$ cat src/logic/wr_pkg.sv
/*
 * Shared widths, counts and types for the memory write-request path.
 * Imported by every RTL module and by the testbench. Request and
 * sequence entries travel as packed structs.
 */

package wr_pkg;

  // --------------------
  // Channel widths and counts
  // --------------------

  // Peer destinations sharing the write channel
  localparam int N_DESTS       = 4;
  localparam int DEST_BITS     = 2;

  // Write data beat, 8 bytes
  localparam int DATA_BITS     = 64;
  localparam int BEAT_LOG_BITS = 3;

  // Beat count minus one
  localparam int BLEN_BITS     = 13;

  // Request field widths
  localparam int PID_BITS      = 6;
  localparam int VADDR_BITS    = 32;
  localparam int LEN_BITS      = 16;

  // Sequence entries in flight between arbiter and data mux
  localparam int N_OUTSTANDING = 8;

  // --------------------
  // Plain vector types
  // --------------------

  typedef logic [DEST_BITS-1:0]  dest_t;
  typedef logic [PID_BITS-1:0]   pid_t;
  typedef logic [VADDR_BITS-1:0] vaddr_t;
  // Byte length, never zero
  typedef logic [LEN_BITS-1:0]   len_t;
  typedef logic [DATA_BITS-1:0]  data_t;
  typedef logic [BLEN_BITS-1:0]  blen_t;

  // --------------------
  // Structs and enums
  // --------------------

  // One write request, 54 bits
  typedef struct packed {
    vaddr_t vaddr;
    len_t   len;
    pid_t   pid;
  } dreq_t;

  // Mux sequence entry, len holds beats minus one
  typedef struct packed {
    pid_t  pid;
    blen_t len;
    dest_t dest;
  } mux_user_t;

  // Data mux states
  typedef enum logic {
    MUX_IDLE,
    MUX_BURST
  } mux_state_t;

endpackage

$ cat src/logic/meta_reg.sv
/*
 * Two-entry register slice for the request channel.
 * Main register plus skid register, ready comes from a flop.
 * Full throughput, one cycle from input transfer to output valid.
 */

`timescale 1ns/1ps

module meta_reg import wr_pkg::*; (
  input  logic  aclk,
  input  logic  aresetn,
  input  logic  s_valid,
  output logic  s_ready,
  input  dreq_t s_data,
  output logic  m_valid,
  input  logic  m_ready,
  output dreq_t m_data
);

  logic  skid_valid;
  logic  skid_valid_n;
  logic  m_valid_n;
  logic  s_fire;
  logic  load;
  dreq_t skid_data;

  assign s_fire = s_valid & s_ready;
  // Output register free to take a new entry
  assign load   = m_ready | ~m_valid;

  // Next occupancy of both entries
  always_comb begin
    m_valid_n    = m_valid;
    skid_valid_n = skid_valid;
    if (load) begin
      // Skid entry drains first, input is stalled meanwhile
      m_valid_n    = skid_valid | s_fire;
      skid_valid_n = 1'b0;
    end else if (s_fire) begin
      skid_valid_n = 1'b1;
    end
  end

  // Control flops, ready held low in reset
  always_ff @(posedge aclk) begin
    if (!aresetn) begin
      m_valid    <= 1'b0;
      skid_valid <= 1'b0;
      s_ready    <= 1'b0;
    end else begin
      m_valid    <= m_valid_n;
      skid_valid <= skid_valid_n;
      s_ready    <= ~skid_valid_n;
    end
  end

  // Payload
  always_ff @(posedge aclk) begin
    if (load) begin
      m_data <= skid_valid ? skid_data : s_data;
    end else if (s_fire) begin
      skid_data <= s_data;
    end
  end

endmodule

$ cat src/logic/seq_queue.sv
/*
 * Circular FIFO of mux sequence entries.
 * Filled by the arbiter on every grant, drained by the data mux.
 * Push and pop may happen in the same cycle, depth set by QDEPTH.
 */

`timescale 1ns/1ps

module seq_queue import wr_pkg::*; #(
  parameter int QDEPTH = N_OUTSTANDING
) (
  input  logic      aclk,
  input  logic      aresetn,
  input  logic      push_valid,
  output logic      push_ready,
  input  mux_user_t push_data,
  output logic      pop_valid,
  input  logic      pop_ready,
  output mux_user_t pop_data
);

  // Entry storage
  mux_user_t mem [QDEPTH];

  logic [$clog2(QDEPTH)-1:0]   wr_ptr;
  logic [$clog2(QDEPTH)-1:0]   rd_ptr;
  logic [$clog2(QDEPTH+1)-1:0] count;
  logic push_fire;
  logic pop_fire;

  // Full refuses push, empty hides head
  assign push_ready = (count != QDEPTH);
  assign pop_valid  = (count != 0);
  assign pop_data   = mem[rd_ptr];

  assign push_fire = push_valid & push_ready;
  assign pop_fire  = pop_valid & pop_ready;

  // --------------------
  // Pointers and count
  // --------------------
  always_ff @(posedge aclk) begin
    if (!aresetn) begin
      wr_ptr <= '0;
      rd_ptr <= '0;
      count  <= '0;
    end else begin
      if (push_fire) begin
        wr_ptr <= (wr_ptr == QDEPTH - 1) ? '0 : wr_ptr + 1'b1;
      end
      if (pop_fire) begin
        rd_ptr <= (rd_ptr == QDEPTH - 1) ? '0 : rd_ptr + 1'b1;
      end
      // Simultaneous push and pop leaves count alone
      if (push_fire && !pop_fire) begin
        count <= count + 1'b1;
      end else if (pop_fire && !push_fire) begin
        count <= count - 1'b1;
      end
    end
  end

  // Write port
  always_ff @(posedge aclk) begin
    if (push_fire) begin
      mem[wr_ptr] <= push_data;
    end
  end

endmodule

$ cat src/logic/dreq_wr_arb.sv
/*
 * Round-robin arbiter over destination write requests.
 * Forwards the winner to the request sink and, in the same cycle,
 * pushes its mux sequence entry. The pointer steps by one per grant.
 */

`timescale 1ns/1ps

module dreq_wr_arb import wr_pkg::*; (
  input  logic               aclk,
  input  logic               aresetn,
  // Destination requests
  input  logic [N_DESTS-1:0] s_req_valid,
  output logic [N_DESTS-1:0] s_req_ready,
  input  dreq_t              s_req [N_DESTS],
  // Granted request
  output logic               m_req_valid,
  input  logic               m_req_ready,
  output dreq_t              m_req,
  // Mux sequence push
  output logic               seq_valid,
  input  logic               seq_ready,
  output mux_user_t          seq
);

  dest_t rr_ptr;
  dest_t winner;
  logic  any_valid;
  logic  grant;
  dreq_t win_req;

  // --------------------
  // Winner select
  // --------------------
  // Scan upward from pointer, wrap at N_DESTS
  always_comb begin
    dest_t cand;
    any_valid = 1'b0;
    winner    = '0;
    for (int i = 0; i < N_DESTS; i++) begin
      cand = dest_t'((int'(rr_ptr) + i) % N_DESTS);
      if (!any_valid && s_req_valid[cand]) begin
        any_valid = 1'b1;
        winner    = cand;
      end
    end
  end

  assign win_req = s_req[winner];

  // Grant needs both the request sink and the queue
  assign grant = any_valid & m_req_ready & seq_ready;

  // Each side sees valid only if the other can take it too
  assign m_req_valid = any_valid & seq_ready;
  assign seq_valid   = any_valid & m_req_ready;
  assign m_req       = win_req;

  // Ready only toward the winner
  always_comb begin
    s_req_ready = '0;
    s_req_ready[winner] = grant;
  end

  // --------------------
  // Sequence entry
  // --------------------
  // Beats minus one from byte length
  assign seq.pid  = win_req.pid;
  assign seq.len  = blen_t'((win_req.len - len_t'(1)) >> BEAT_LOG_BITS);
  assign seq.dest = winner;

  // Pointer steps by one, not to winner plus one
  always_ff @(posedge aclk) begin
    if (!aresetn) begin
      rr_ptr <= '0;
    end else if (grant) begin
      rr_ptr <= (rr_ptr == dest_t'(N_DESTS - 1)) ? '0 : rr_ptr + 1'b1;
    end
  end

endmodule

$ cat src/logic/wr_data_mux.sv
/*
 * Write-data multiplexer.
 * Pops one sequence entry, then steers that many beats from the named
 * destination onto the output channel and flags the final beat with last.
 */

`timescale 1ns/1ps

module wr_data_mux import wr_pkg::*; (
  input  logic               aclk,
  input  logic               aresetn,
  // Sequence entries from the queue
  input  logic               seq_valid,
  output logic               seq_ready,
  input  mux_user_t          seq,
  // Destination data
  input  logic [N_DESTS-1:0] s_data_valid,
  output logic [N_DESTS-1:0] s_data_ready,
  input  data_t              s_data [N_DESTS],
  // Outgoing data
  output logic               m_data_valid,
  input  logic               m_data_ready,
  output data_t              m_data,
  output logic               m_data_last
);

  mux_state_t state;
  dest_t      cur_dest;
  blen_t      cur_len;
  blen_t      beat_cnt;
  logic       in_burst;
  logic       beat_fire;

  assign in_burst = (state == MUX_BURST);

  // Take an entry only while idle
  assign seq_ready = (state == MUX_IDLE);

  // --------------------
  // Beat steering
  // --------------------
  assign m_data_valid = in_burst & s_data_valid[cur_dest];
  assign m_data       = s_data[cur_dest];
  assign m_data_last  = in_burst & (beat_cnt == cur_len);
  assign beat_fire    = m_data_valid & m_data_ready;

  // Ready passes back to the chosen destination only
  always_comb begin
    s_data_ready = '0;
    s_data_ready[cur_dest] = in_burst & m_data_ready;
  end

  // --------------------
  // Burst FSM
  // --------------------
  always_ff @(posedge aclk) begin
    if (!aresetn) begin
      state    <= MUX_IDLE;
      cur_dest <= '0;
      cur_len  <= '0;
      beat_cnt <= '0;
    end else begin
      case (state)
        MUX_IDLE: begin
          if (seq_valid) begin
            // Latch route and beat count
            cur_dest <= seq.dest;
            cur_len  <= seq.len;
            beat_cnt <= '0;
            state    <= MUX_BURST;
          end
        end
        MUX_BURST: begin
          if (beat_fire) begin
            if (m_data_last) begin
              state <= MUX_IDLE;
            end else begin
              beat_cnt <= beat_cnt + 1'b1;
            end
          end
        end
        default: state <= MUX_IDLE;
      endcase
    end
  end

endmodule

$ cat src/logic/wr_path_top.sv
/*
 * Write-request path top level.
 * Arbiter, request register slice, sequence queue and data mux.
 */

`timescale 1ns/1ps

module wr_path_top import wr_pkg::*; (
  input  logic               aclk,
  input  logic               aresetn,
  // Destination requests
  input  logic [N_DESTS-1:0] s_req_valid,
  output logic [N_DESTS-1:0] s_req_ready,
  input  dreq_t              s_req [N_DESTS],
  // Destination data
  input  logic [N_DESTS-1:0] s_data_valid,
  output logic [N_DESTS-1:0] s_data_ready,
  input  data_t              s_data [N_DESTS],
  // Outgoing request
  output logic               m_req_valid,
  input  logic               m_req_ready,
  output dreq_t              m_req,
  // Outgoing data
  output logic               m_data_valid,
  input  logic               m_data_ready,
  output data_t              m_data,
  output logic               m_data_last
);

  // Arbiter to register slice
  logic      arb_req_valid;
  logic      arb_req_ready;
  dreq_t     arb_req;

  // Arbiter to queue
  logic      seq_in_valid;
  logic      seq_in_ready;
  mux_user_t seq_in;

  // Queue to data mux
  logic      seq_out_valid;
  logic      seq_out_ready;
  mux_user_t seq_out;

  dreq_wr_arb u_arb (
    .aclk        (aclk),
    .aresetn     (aresetn),
    .s_req_valid (s_req_valid),
    .s_req_ready (s_req_ready),
    .s_req       (s_req),
    .m_req_valid (arb_req_valid),
    .m_req_ready (arb_req_ready),
    .m_req       (arb_req),
    .seq_valid   (seq_in_valid),
    .seq_ready   (seq_in_ready),
    .seq         (seq_in)
  );

  meta_reg u_req_reg (
    .aclk    (aclk),
    .aresetn (aresetn),
    .s_valid (arb_req_valid),
    .s_ready (arb_req_ready),
    .s_data  (arb_req),
    .m_valid (m_req_valid),
    .m_ready (m_req_ready),
    .m_data  (m_req)
  );

  seq_queue #(
    .QDEPTH (N_OUTSTANDING)
  ) u_seq_queue (
    .aclk       (aclk),
    .aresetn    (aresetn),
    .push_valid (seq_in_valid),
    .push_ready (seq_in_ready),
    .push_data  (seq_in),
    .pop_valid  (seq_out_valid),
    .pop_ready  (seq_out_ready),
    .pop_data   (seq_out)
  );

  wr_data_mux u_data_mux (
    .aclk         (aclk),
    .aresetn      (aresetn),
    .seq_valid    (seq_out_valid),
    .seq_ready    (seq_out_ready),
    .seq          (seq_out),
    .s_data_valid (s_data_valid),
    .s_data_ready (s_data_ready),
    .s_data       (s_data),
    .m_data_valid (m_data_valid),
    .m_data_ready (m_data_ready),
    .m_data       (m_data),
    .m_data_last  (m_data_last)
  );

endmodule

$ cat config.mk
export PLATFORM = sky130hd
export DESIGN_NAME = wr_path_top
export DESIGN_NICKNAME = d
export VERILOG_FILES = /design/src/logic/wr_pkg.sv /design/src/logic/meta_reg.sv /design/src/logic/seq_queue.sv /design/src/logic/dreq_wr_arb.sv /design/src/logic/wr_data_mux.sv /design/src/logic/wr_path_top.sv
export SDC_FILE = /design/constraint.sdc
export NUM_CORES = 1
export LEC_CHECK = 0
export BUFFER_PORTS_ARGS = -buffer_cell sky130_fd_sc_hd__buf_2
export CORE_AREA = 2 2 240 242
export CTS_BUF_LIST = sky130_fd_sc_hd__clkbuf_8
export DETAILED_ROUTE_END_ITERATION = 6
export DIE_AREA = 0 0 242 244
export GPL_TIMING_DRIVEN = 1
export SYNTH_ARGS = -nofsm -noshare
export SYNTH_HDL_FRONTEND = slang
export SYNTH_HIERARCHICAL = 1
export SYNTH_SLANG_ARGS = --single-unit
$ cat constraint.sdc
create_clock -name aclk -period 10.84 [get_ports aclk]
set_input_delay 2.168 -clock aclk [delete_from_list [all_inputs] [get_ports aclk]]
set_output_delay 2.168 -clock aclk [all_outputs]
set_load 0.005 [all_outputs]
==> parameters.txt, run 1 <==
Parameter                              Value

Worst setup path
  Highest net fanout along the worst path    59
  Largest delay contributor family on the critical path    buffers and inverters
  Critical path arrival    4290 ps
  Setup crit start kind    input port
  CP peak stage delay    640 ps
  Required time worst endpoint    8670 ps
  Total buffers and inverters traversed by the critical path    3
  Path type of the worst setup path    input port to primary output
  Length in cells of the worst reg-to-reg path    13
  Slowest cell on crit path    mux4_2
  Endpoint kind of the worst setup timing path    primary output
  Critical path, cell by cell    buf_2, mux4_2, nor3_1, nand3_1, o31ai_4, buf_4, nor3_1, buf_2
  Cell count along the critical path    8

Clocking
  Setup fix buffers added after clock tree synthesis    0
  CTS Root Buffer Type    clkbuf_8
  Number of cells upsized or downsized after cts    0
  CTS clock-pin slew for the worst setup and hold paths    60 ps
  Clock latency of the later-clocked register in the worst-skew pair    580 ps
  Number of buffers created by CTS    45
  Count of hold buffers inserted by post-cts repair    0
  CTS H-tree lvls    2
  Clock tree sinks    275
  CTS Buffer Depth    3
  Clock tree from TritonCTS    yes

Yosys
  Count of mapped cells out of synthesis    1209
  Net count of the mapped netlist    1703
  Combined area of all synthesized cells    15430 um2
  Syn avg cell area    12.76 um2
  Number of warning messages in the yosys log    6

Finish
  Layout Nets    2286
  Final standard cell area without fillers    19910 um2
  Fraction of layout cells with a size suffix above 1    47.20%
  Area growth syn-to-layout    29.06%
  Number of cells in the finished layout apart from fillers    2590

Drt
  Post-detailed-routing wire length    56170 um
  Number of nets with antenna violations after detailed routing    0
  Post-route DRC violation count    0
  Number of iterations in the first detailed-routing pass    5
  Wire length per cell    21.69 um
  Via Count    12690
  Post-detailed-route via-to-cell ratio    4.899
  First DRT Iteration DRCs    868

Power
  Post-layout power    4306 uW
  Total power per unit cell area    216.3 nW/um2
  Largest vdd supply drop    0.1293 mV
  Cell leakage power    0.008107 uW

STA
  Crit share post-route    59.54%
  RSZ-0062 raised after global routing    false
  Worst-case headroom to the max-slew limit    26.50%
  Worst Clk Skew    41.75 ps
  Max-slew violation total from the final report    0
  Setup tns final    0 ps
  Count of endpoints failing hold in the final timing report    0
  Peak Freq    154.9 MHz
  Slew of the pin with the lowest slew margin    1101 ps
  Final setup violation count    0
  Final critical-path required period    6454 ps

Floorplanning
  Die width    242 um
  Std-Cell Rows    87
  Core area    56170 um2
  Initial standard-cell utilization of the core    27.46%
  Height of the chip    244 um
  Area of the die    59050 um2
  Boundary Pins    613

Placed design
  Area after detailed placement    19080 um2
  Final RePlAce weighted congestion    1.009
  Instance count after placement with tap cells included    2501
  HPWL after detailed placement    43880 um
  PortBufs    612

Run
  Max-cap check violation count    0

Worst hold path
  Hold Path Class    register to register
  Cell count of the worst hold path    2

Global routing
  Maximum number of pins on one net before global-route repair    91
  Number of global-route vias before repair    12410
  Leftover overflow at the end of global routing    0
  First-pass GRT wire length    80470 um
  Total track usage    18.12%
  Initial antenna violation count    19

Outcome
  Result of the run    complete, no violations
==> state kept, by name (all words and copies together) (netlist names), named ones only <==
register	count
u_seq_queue/mem	120
u_req_reg/m_data	54
u_req_reg/skid_data	54
u_data_mux/beat_cnt	13
u_data_mux/cur_len	13
u_seq_queue/count	4
u_seq_queue/rd_ptr	3
u_seq_queue/wr_ptr	3
u_arb/rr_ptr	2
u_data_mux/cur_dest	2
u_data_mux/in_burst	1
u_req_reg/m_valid	1
u_req_reg/s_ready	1
u_req_reg/skid_valid	1
==> tightest hold or removal path, stage by stage (launching register included) <==
cell	delay [ps]
dfxtp_1	320
nand2_1	50
a21boi_0	60
==> layer usage <==
metal | vias up | share of wire, % | GRT usage, %
met5 | - | 0.030 | 0
met4 | 2 | 5.0 | 8.243
met3 | 100 | 7.5 | 4.313
met2 | 599 | 51 | 33.13
met1 | 6160 | 36 | 19.87
li1 | 5828 | - | -
==> worst paths after layout <==
check	startpoint	end	slack, ps
worst max register to register	u_arb/rr_ptr[0]$_SDFFE_PN0P_	u_seq_queue/mem[5][10]$_DFFE_PP_	5820
worst max-delay path	s_req_valid[3]	s_req_ready[2]	4390
worst min register to register	u_data_mux/cur_len[3]$_SDFFE_PN0P_	u_data_mux/cur_len[3]$_SDFFE_PN0P_	480
worst min-delay path	u_data_mux/cur_len[3]$_SDFFE_PN0P_	u_data_mux/cur_len[3]$_SDFFE_PN0P_	480
==> report_power, final <==
group | leakage (uW) | total (uW) | switching (uW) | internal, uW
combinational | 0.00513 | 1830 | 952 | 873
clock | 0.000456 | 830 | 411 | 419
sequential | 0.00252 | 1650 | 167 | 1480
==> cells in the final DEF (no fill, tap or decap), drive strengths merged, types with 9 or more instances in the layout <==
cell type,count
clkbuf,46
xnor2,21
ha,9
diode,12
nor3,29
a31oi,48
inv,31
buf,630
clkinv,13
edfxtp,228
o211ai,14
dfxtp,47
nand4,12
and3,46
nor2,19
nor2b,9
nand2,251
mux4,98
mux2i,18
a21oi,23
nand3,13
o21ai,36
mux2,75
a21boi,22
or3,11
==> stage by stage <==
stage,setup slack (ps),utilization (%),hold WS (ps)
6_report,4386,35.45,478.4
5_1_grt,4242,35.41,510.6
4_1_cts,4368,35.39,482.2
3_5_place_dp,4369,33.97,474.2
3_3_place_gp,4353,33.97,470.9
2_1_floorplan,4394,-,453.7
==> final cells by class <==
class	count	area (um2)
multi-input cells	823	7071
flip-flops and latches	275	7800
clock buffers	46	633.1
well taps	756	945.9
diodes	12	30.03
fillers	5642	36260
clock inverters	31	167.7
inverters	17	63.81
repair buffers	630	3198
Power figures use the tool's default switching activity.
==> run 2, diff against run 1 <==
==> constraint.sdc (replaced) <==
create_clock -name aclk -period 5.8 [get_ports aclk]
set_input_delay 1.16 -clock aclk [delete_from_list [all_inputs] [get_ports aclk]]
set_output_delay 1.16 -clock aclk [all_outputs]
set_load 0.005 [all_outputs]
==> run 2 against run 1 <==
  * Final cell count rose by 0.23%
  * Via count rose by 0.33%
  * Register-to-register slack got worse by 5200 ps
  * Flip-flop and latch count did not move
  * Cell area rose by 0.82%
  * Power rose by 92%
  * Utilization rose by 0.29 points
  * Global-route usage fell by 0.34 points
  * First-iteration DRC count fell by 16%
  * Non-clock buffer count rose by 2
  * Hold slack improved by 1.3 ps
  * Critical path depth did not move
==> parameters.txt, run 2 (synthesized netlist as in run 1, its figures left out) <==
Parameter                              Value

Outcome
  Result of the run    complete, no violations (unchanged)

Worst setup path
  FF-to-FF setup slack    640 ps (was 5820 ps)
  Setup crit start kind    register (was input port)
  Path type of the worst setup path    register to primary output (was input port to primary output)
  Endpoint kind of the worst setup timing path    primary output (unchanged)
  Reg-to-reg critical path endpoint    u_seq_queue/mem[6][11]$_DFFE_PP_ (was u_seq_queue/mem[5][10]$_DFFE_PP_)
  Highest net fanout along the worst path    31 (was 59)
  Critical path arrival    4130 ps (was 4290 ps)
  Start of the worst register-to-register path    u_arb/rr_ptr[1]$_SDFFE_PN0P_ (was u_arb/rr_ptr[0]$_SDFFE_PN0P_)
  Length in cells of the worst reg-to-reg path    11 (was 13)
  Required time worst endpoint    4640 ps (was 8670 ps)
  First element of the critical path    u_arb/rr_ptr[1]$_SDFFE_PN0P_ (was s_req_valid[3])

STA
  Final setup violation count    0 (unchanged)
  Max-slew violation total from the final report    0 (unchanged)
  Final critical-path required period    5286 ps
  Peak Freq    189.2 MHz
  Setup tns final    0 ps (unchanged)
  Crit share post-route    91.14%
  Slew of the pin with the lowest slew margin    1085 ps (was 1101 ps)
  Worst Clk Skew    46.85 ps (was 41.75 ps)
  RSZ-0062 raised after global routing    false (unchanged)
  Worst-case headroom to the max-slew limit    27.56% (was 26.50%)
  Count of endpoints failing hold in the final timing report    0 (unchanged)

Floorplanning
  Boundary Pins    613 (unchanged)
  Height of the chip    244 um (unchanged)
  Initial standard-cell utilization of the core    27.46% (unchanged)
  Die width    242 um (unchanged)
  Std-Cell Rows    87 (unchanged)
  Area of the die    59050 um2 (unchanged)
  Core area    56170 um2 (unchanged)

Drt
  First DRT Iteration DRCs    725 (was 868)
  Post-detailed-routing wire length    55620 um (was 56170 um)
  Number of iterations in the first detailed-routing pass    7 (was 5)
  Wire length per cell    21.43 um (was 21.69 um)
  Post-detailed-route via-to-cell ratio    4.904 (was 4.899)
  Number of nets with antenna violations after detailed routing    0 (unchanged)
  Post-route DRC violation count    0 (unchanged)
  Via Count    12730 (was 12690)

Finish
  Final core occ    35.74% (was 35.45%)
  Largest register FFs    120 (unchanged)
  Fill cells    5576 (was 5642)
  Area taken by multi-input logic gates    7071 um2 (unchanged)
  Fraction of layout cells with a size suffix above 1    47.38% (was 47.20%)
  Registers with the highest flip-flop counts    u_seq_queue/mem: 120 flops, u_req_reg/m_data: 54 flops, u_req_reg/skid_data: 54 flops (unchanged)
  Register name with the most flops    u_seq_queue/mem (unchanged)
  Commonest non-fill, non-tap cells in the layout    612 x buf_2, 250 x nand2_1, 228 x edfxtp_1 (unchanged)
  Layout Nets    2289 (was 2286)
  Most frequent standard cell in the layout excluding fill and tap cells    buf_2 (unchanged)
  Area growth syn-to-layout    30.12% (was 29.06%)
  FF/Latch Area    7800 um2 (unchanged)

Worst hold path
  Hold Path End    u_data_mux/cur_len[9]$_SDFFE_PN0P_ (was u_data_mux/cur_len[3]$_SDFFE_PN0P_)
  Cell count of the worst hold path    2 (unchanged)
  Startpoint of the tightest hold check path    u_data_mux/cur_len[9]$_SDFFE_PN0P_ (was u_data_mux/cur_len[3]$_SDFFE_PN0P_)
  Hold Path Class    register to register (unchanged)

Run
  Max-cap check violation count    0 (unchanged)

Global routing
  Maximum number of pins on one net before global-route repair    78 (was 91)
  Total track usage    17.78% (was 18.12%)
  First-pass GRT wire length    79230 um (was 80470 um)
  Leftover overflow at the end of global routing    0 (unchanged)
  Number of global-route vias before repair    12890 (was 12410)
  Initial antenna violation count    18 (was 19)

Clocking
  CTS Buffer Depth    3 (unchanged)
  Number of buffers created by CTS    46 (was 45)
  Count of hold buffers inserted by post-cts repair    0 (unchanged)
  Setup fix buffers added after clock tree synthesis    0 (unchanged)
  Clock tree sinks    275 (unchanged)
  CTS Root Buffer Type    clkbuf_8 (unchanged)
  Clock tree from TritonCTS    yes (unchanged)
  Number of cells upsized or downsized after cts    0 (unchanged)
  CTS H-tree lvls    2 (unchanged)
  Clock latency of the later-clocked register in the worst-skew pair    590 ps (was 580 ps)
  CTS clock-pin slew for the worst setup and hold paths    60 ps (about the same)

Power
  Total power per unit cell area    411.8 nW/um2 (was 216.3 nW/um2)
  Largest vdd supply drop    0.2669 mV (was 0.1293 mV)
  Cell leakage power    0.008205 uW (was 0.008107 uW)

Placed design
  HPWL after detailed placement    43160 um (was 43880 um)
  Final RePlAce weighted congestion    1.140 (was 1.009)
  PortBufs    612 (unchanged)
-- run 2: critical path, stage by stage, from the launching register on --
cell and delay [ps]:
dfxtp_1 430, ha_1 650, mux2_2 400, o211ai_1 170, a22oi_1 150, o31ai_4 640, inv_1 610, nor3_1 320
buf_2 150
-- run 2: per-layer routing --
metal,global-route usage (%),wire length (um),vias up
li1,-,-,5839
met1,19.08,19950,6158
met2,32.83,29000,628
met3,4.368,4118,100
met4,8.224,2514,6
met5,0,41,-
-- run 2: final cells by class --
class	count	share of cell area [%]
antenna	8	0.09973
clock buffer	48	3.291
clock inverter	37	1.427
inverter	17	0.3179
multi-input combinational	823	35.22
sequential	275	38.86
tap	756	4.712
timing repair buffer	632	16.07
-- run 2: how the worst max path moves through the flow --
stage                                       endpoint
finish                                s_req_ready[0]
detailed placement  u_seq_queue/mem[3][14]$_DFFE_PP_
CTS                                   s_req_ready[0]
global route                          s_req_ready[0]
floorplan           u_req_reg/skid_data[0]$_DFFE_PP_
global placement    u_seq_queue/mem[2][14]$_DFFE_PP_
-- run 2: stage by stage --
stage	setup WS, ps	total power [uW]	instances	area [um2]	hold WS, ps
final	513.7	8266	2596	20070	479.7
after global routing	289.8	8759	2595	20070	507.2
after CTS	547.5	8357	2588	20050	484.2
after detailed placement	605.6	6545	2503	19110	475.4
after global placement	808.9	6462	2503	19110	471.3
after floorplan	372.3	5303	1209	15430	453.7
-- run 2: report_power, final --
part           switching (uW)  internal [uW]  leakage (uW)
Clock                     805            961      0.000540
Sequential                246           2780       0.00252
Combinational            1840           1640       0.00514
Total                    2890           5380       0.00821
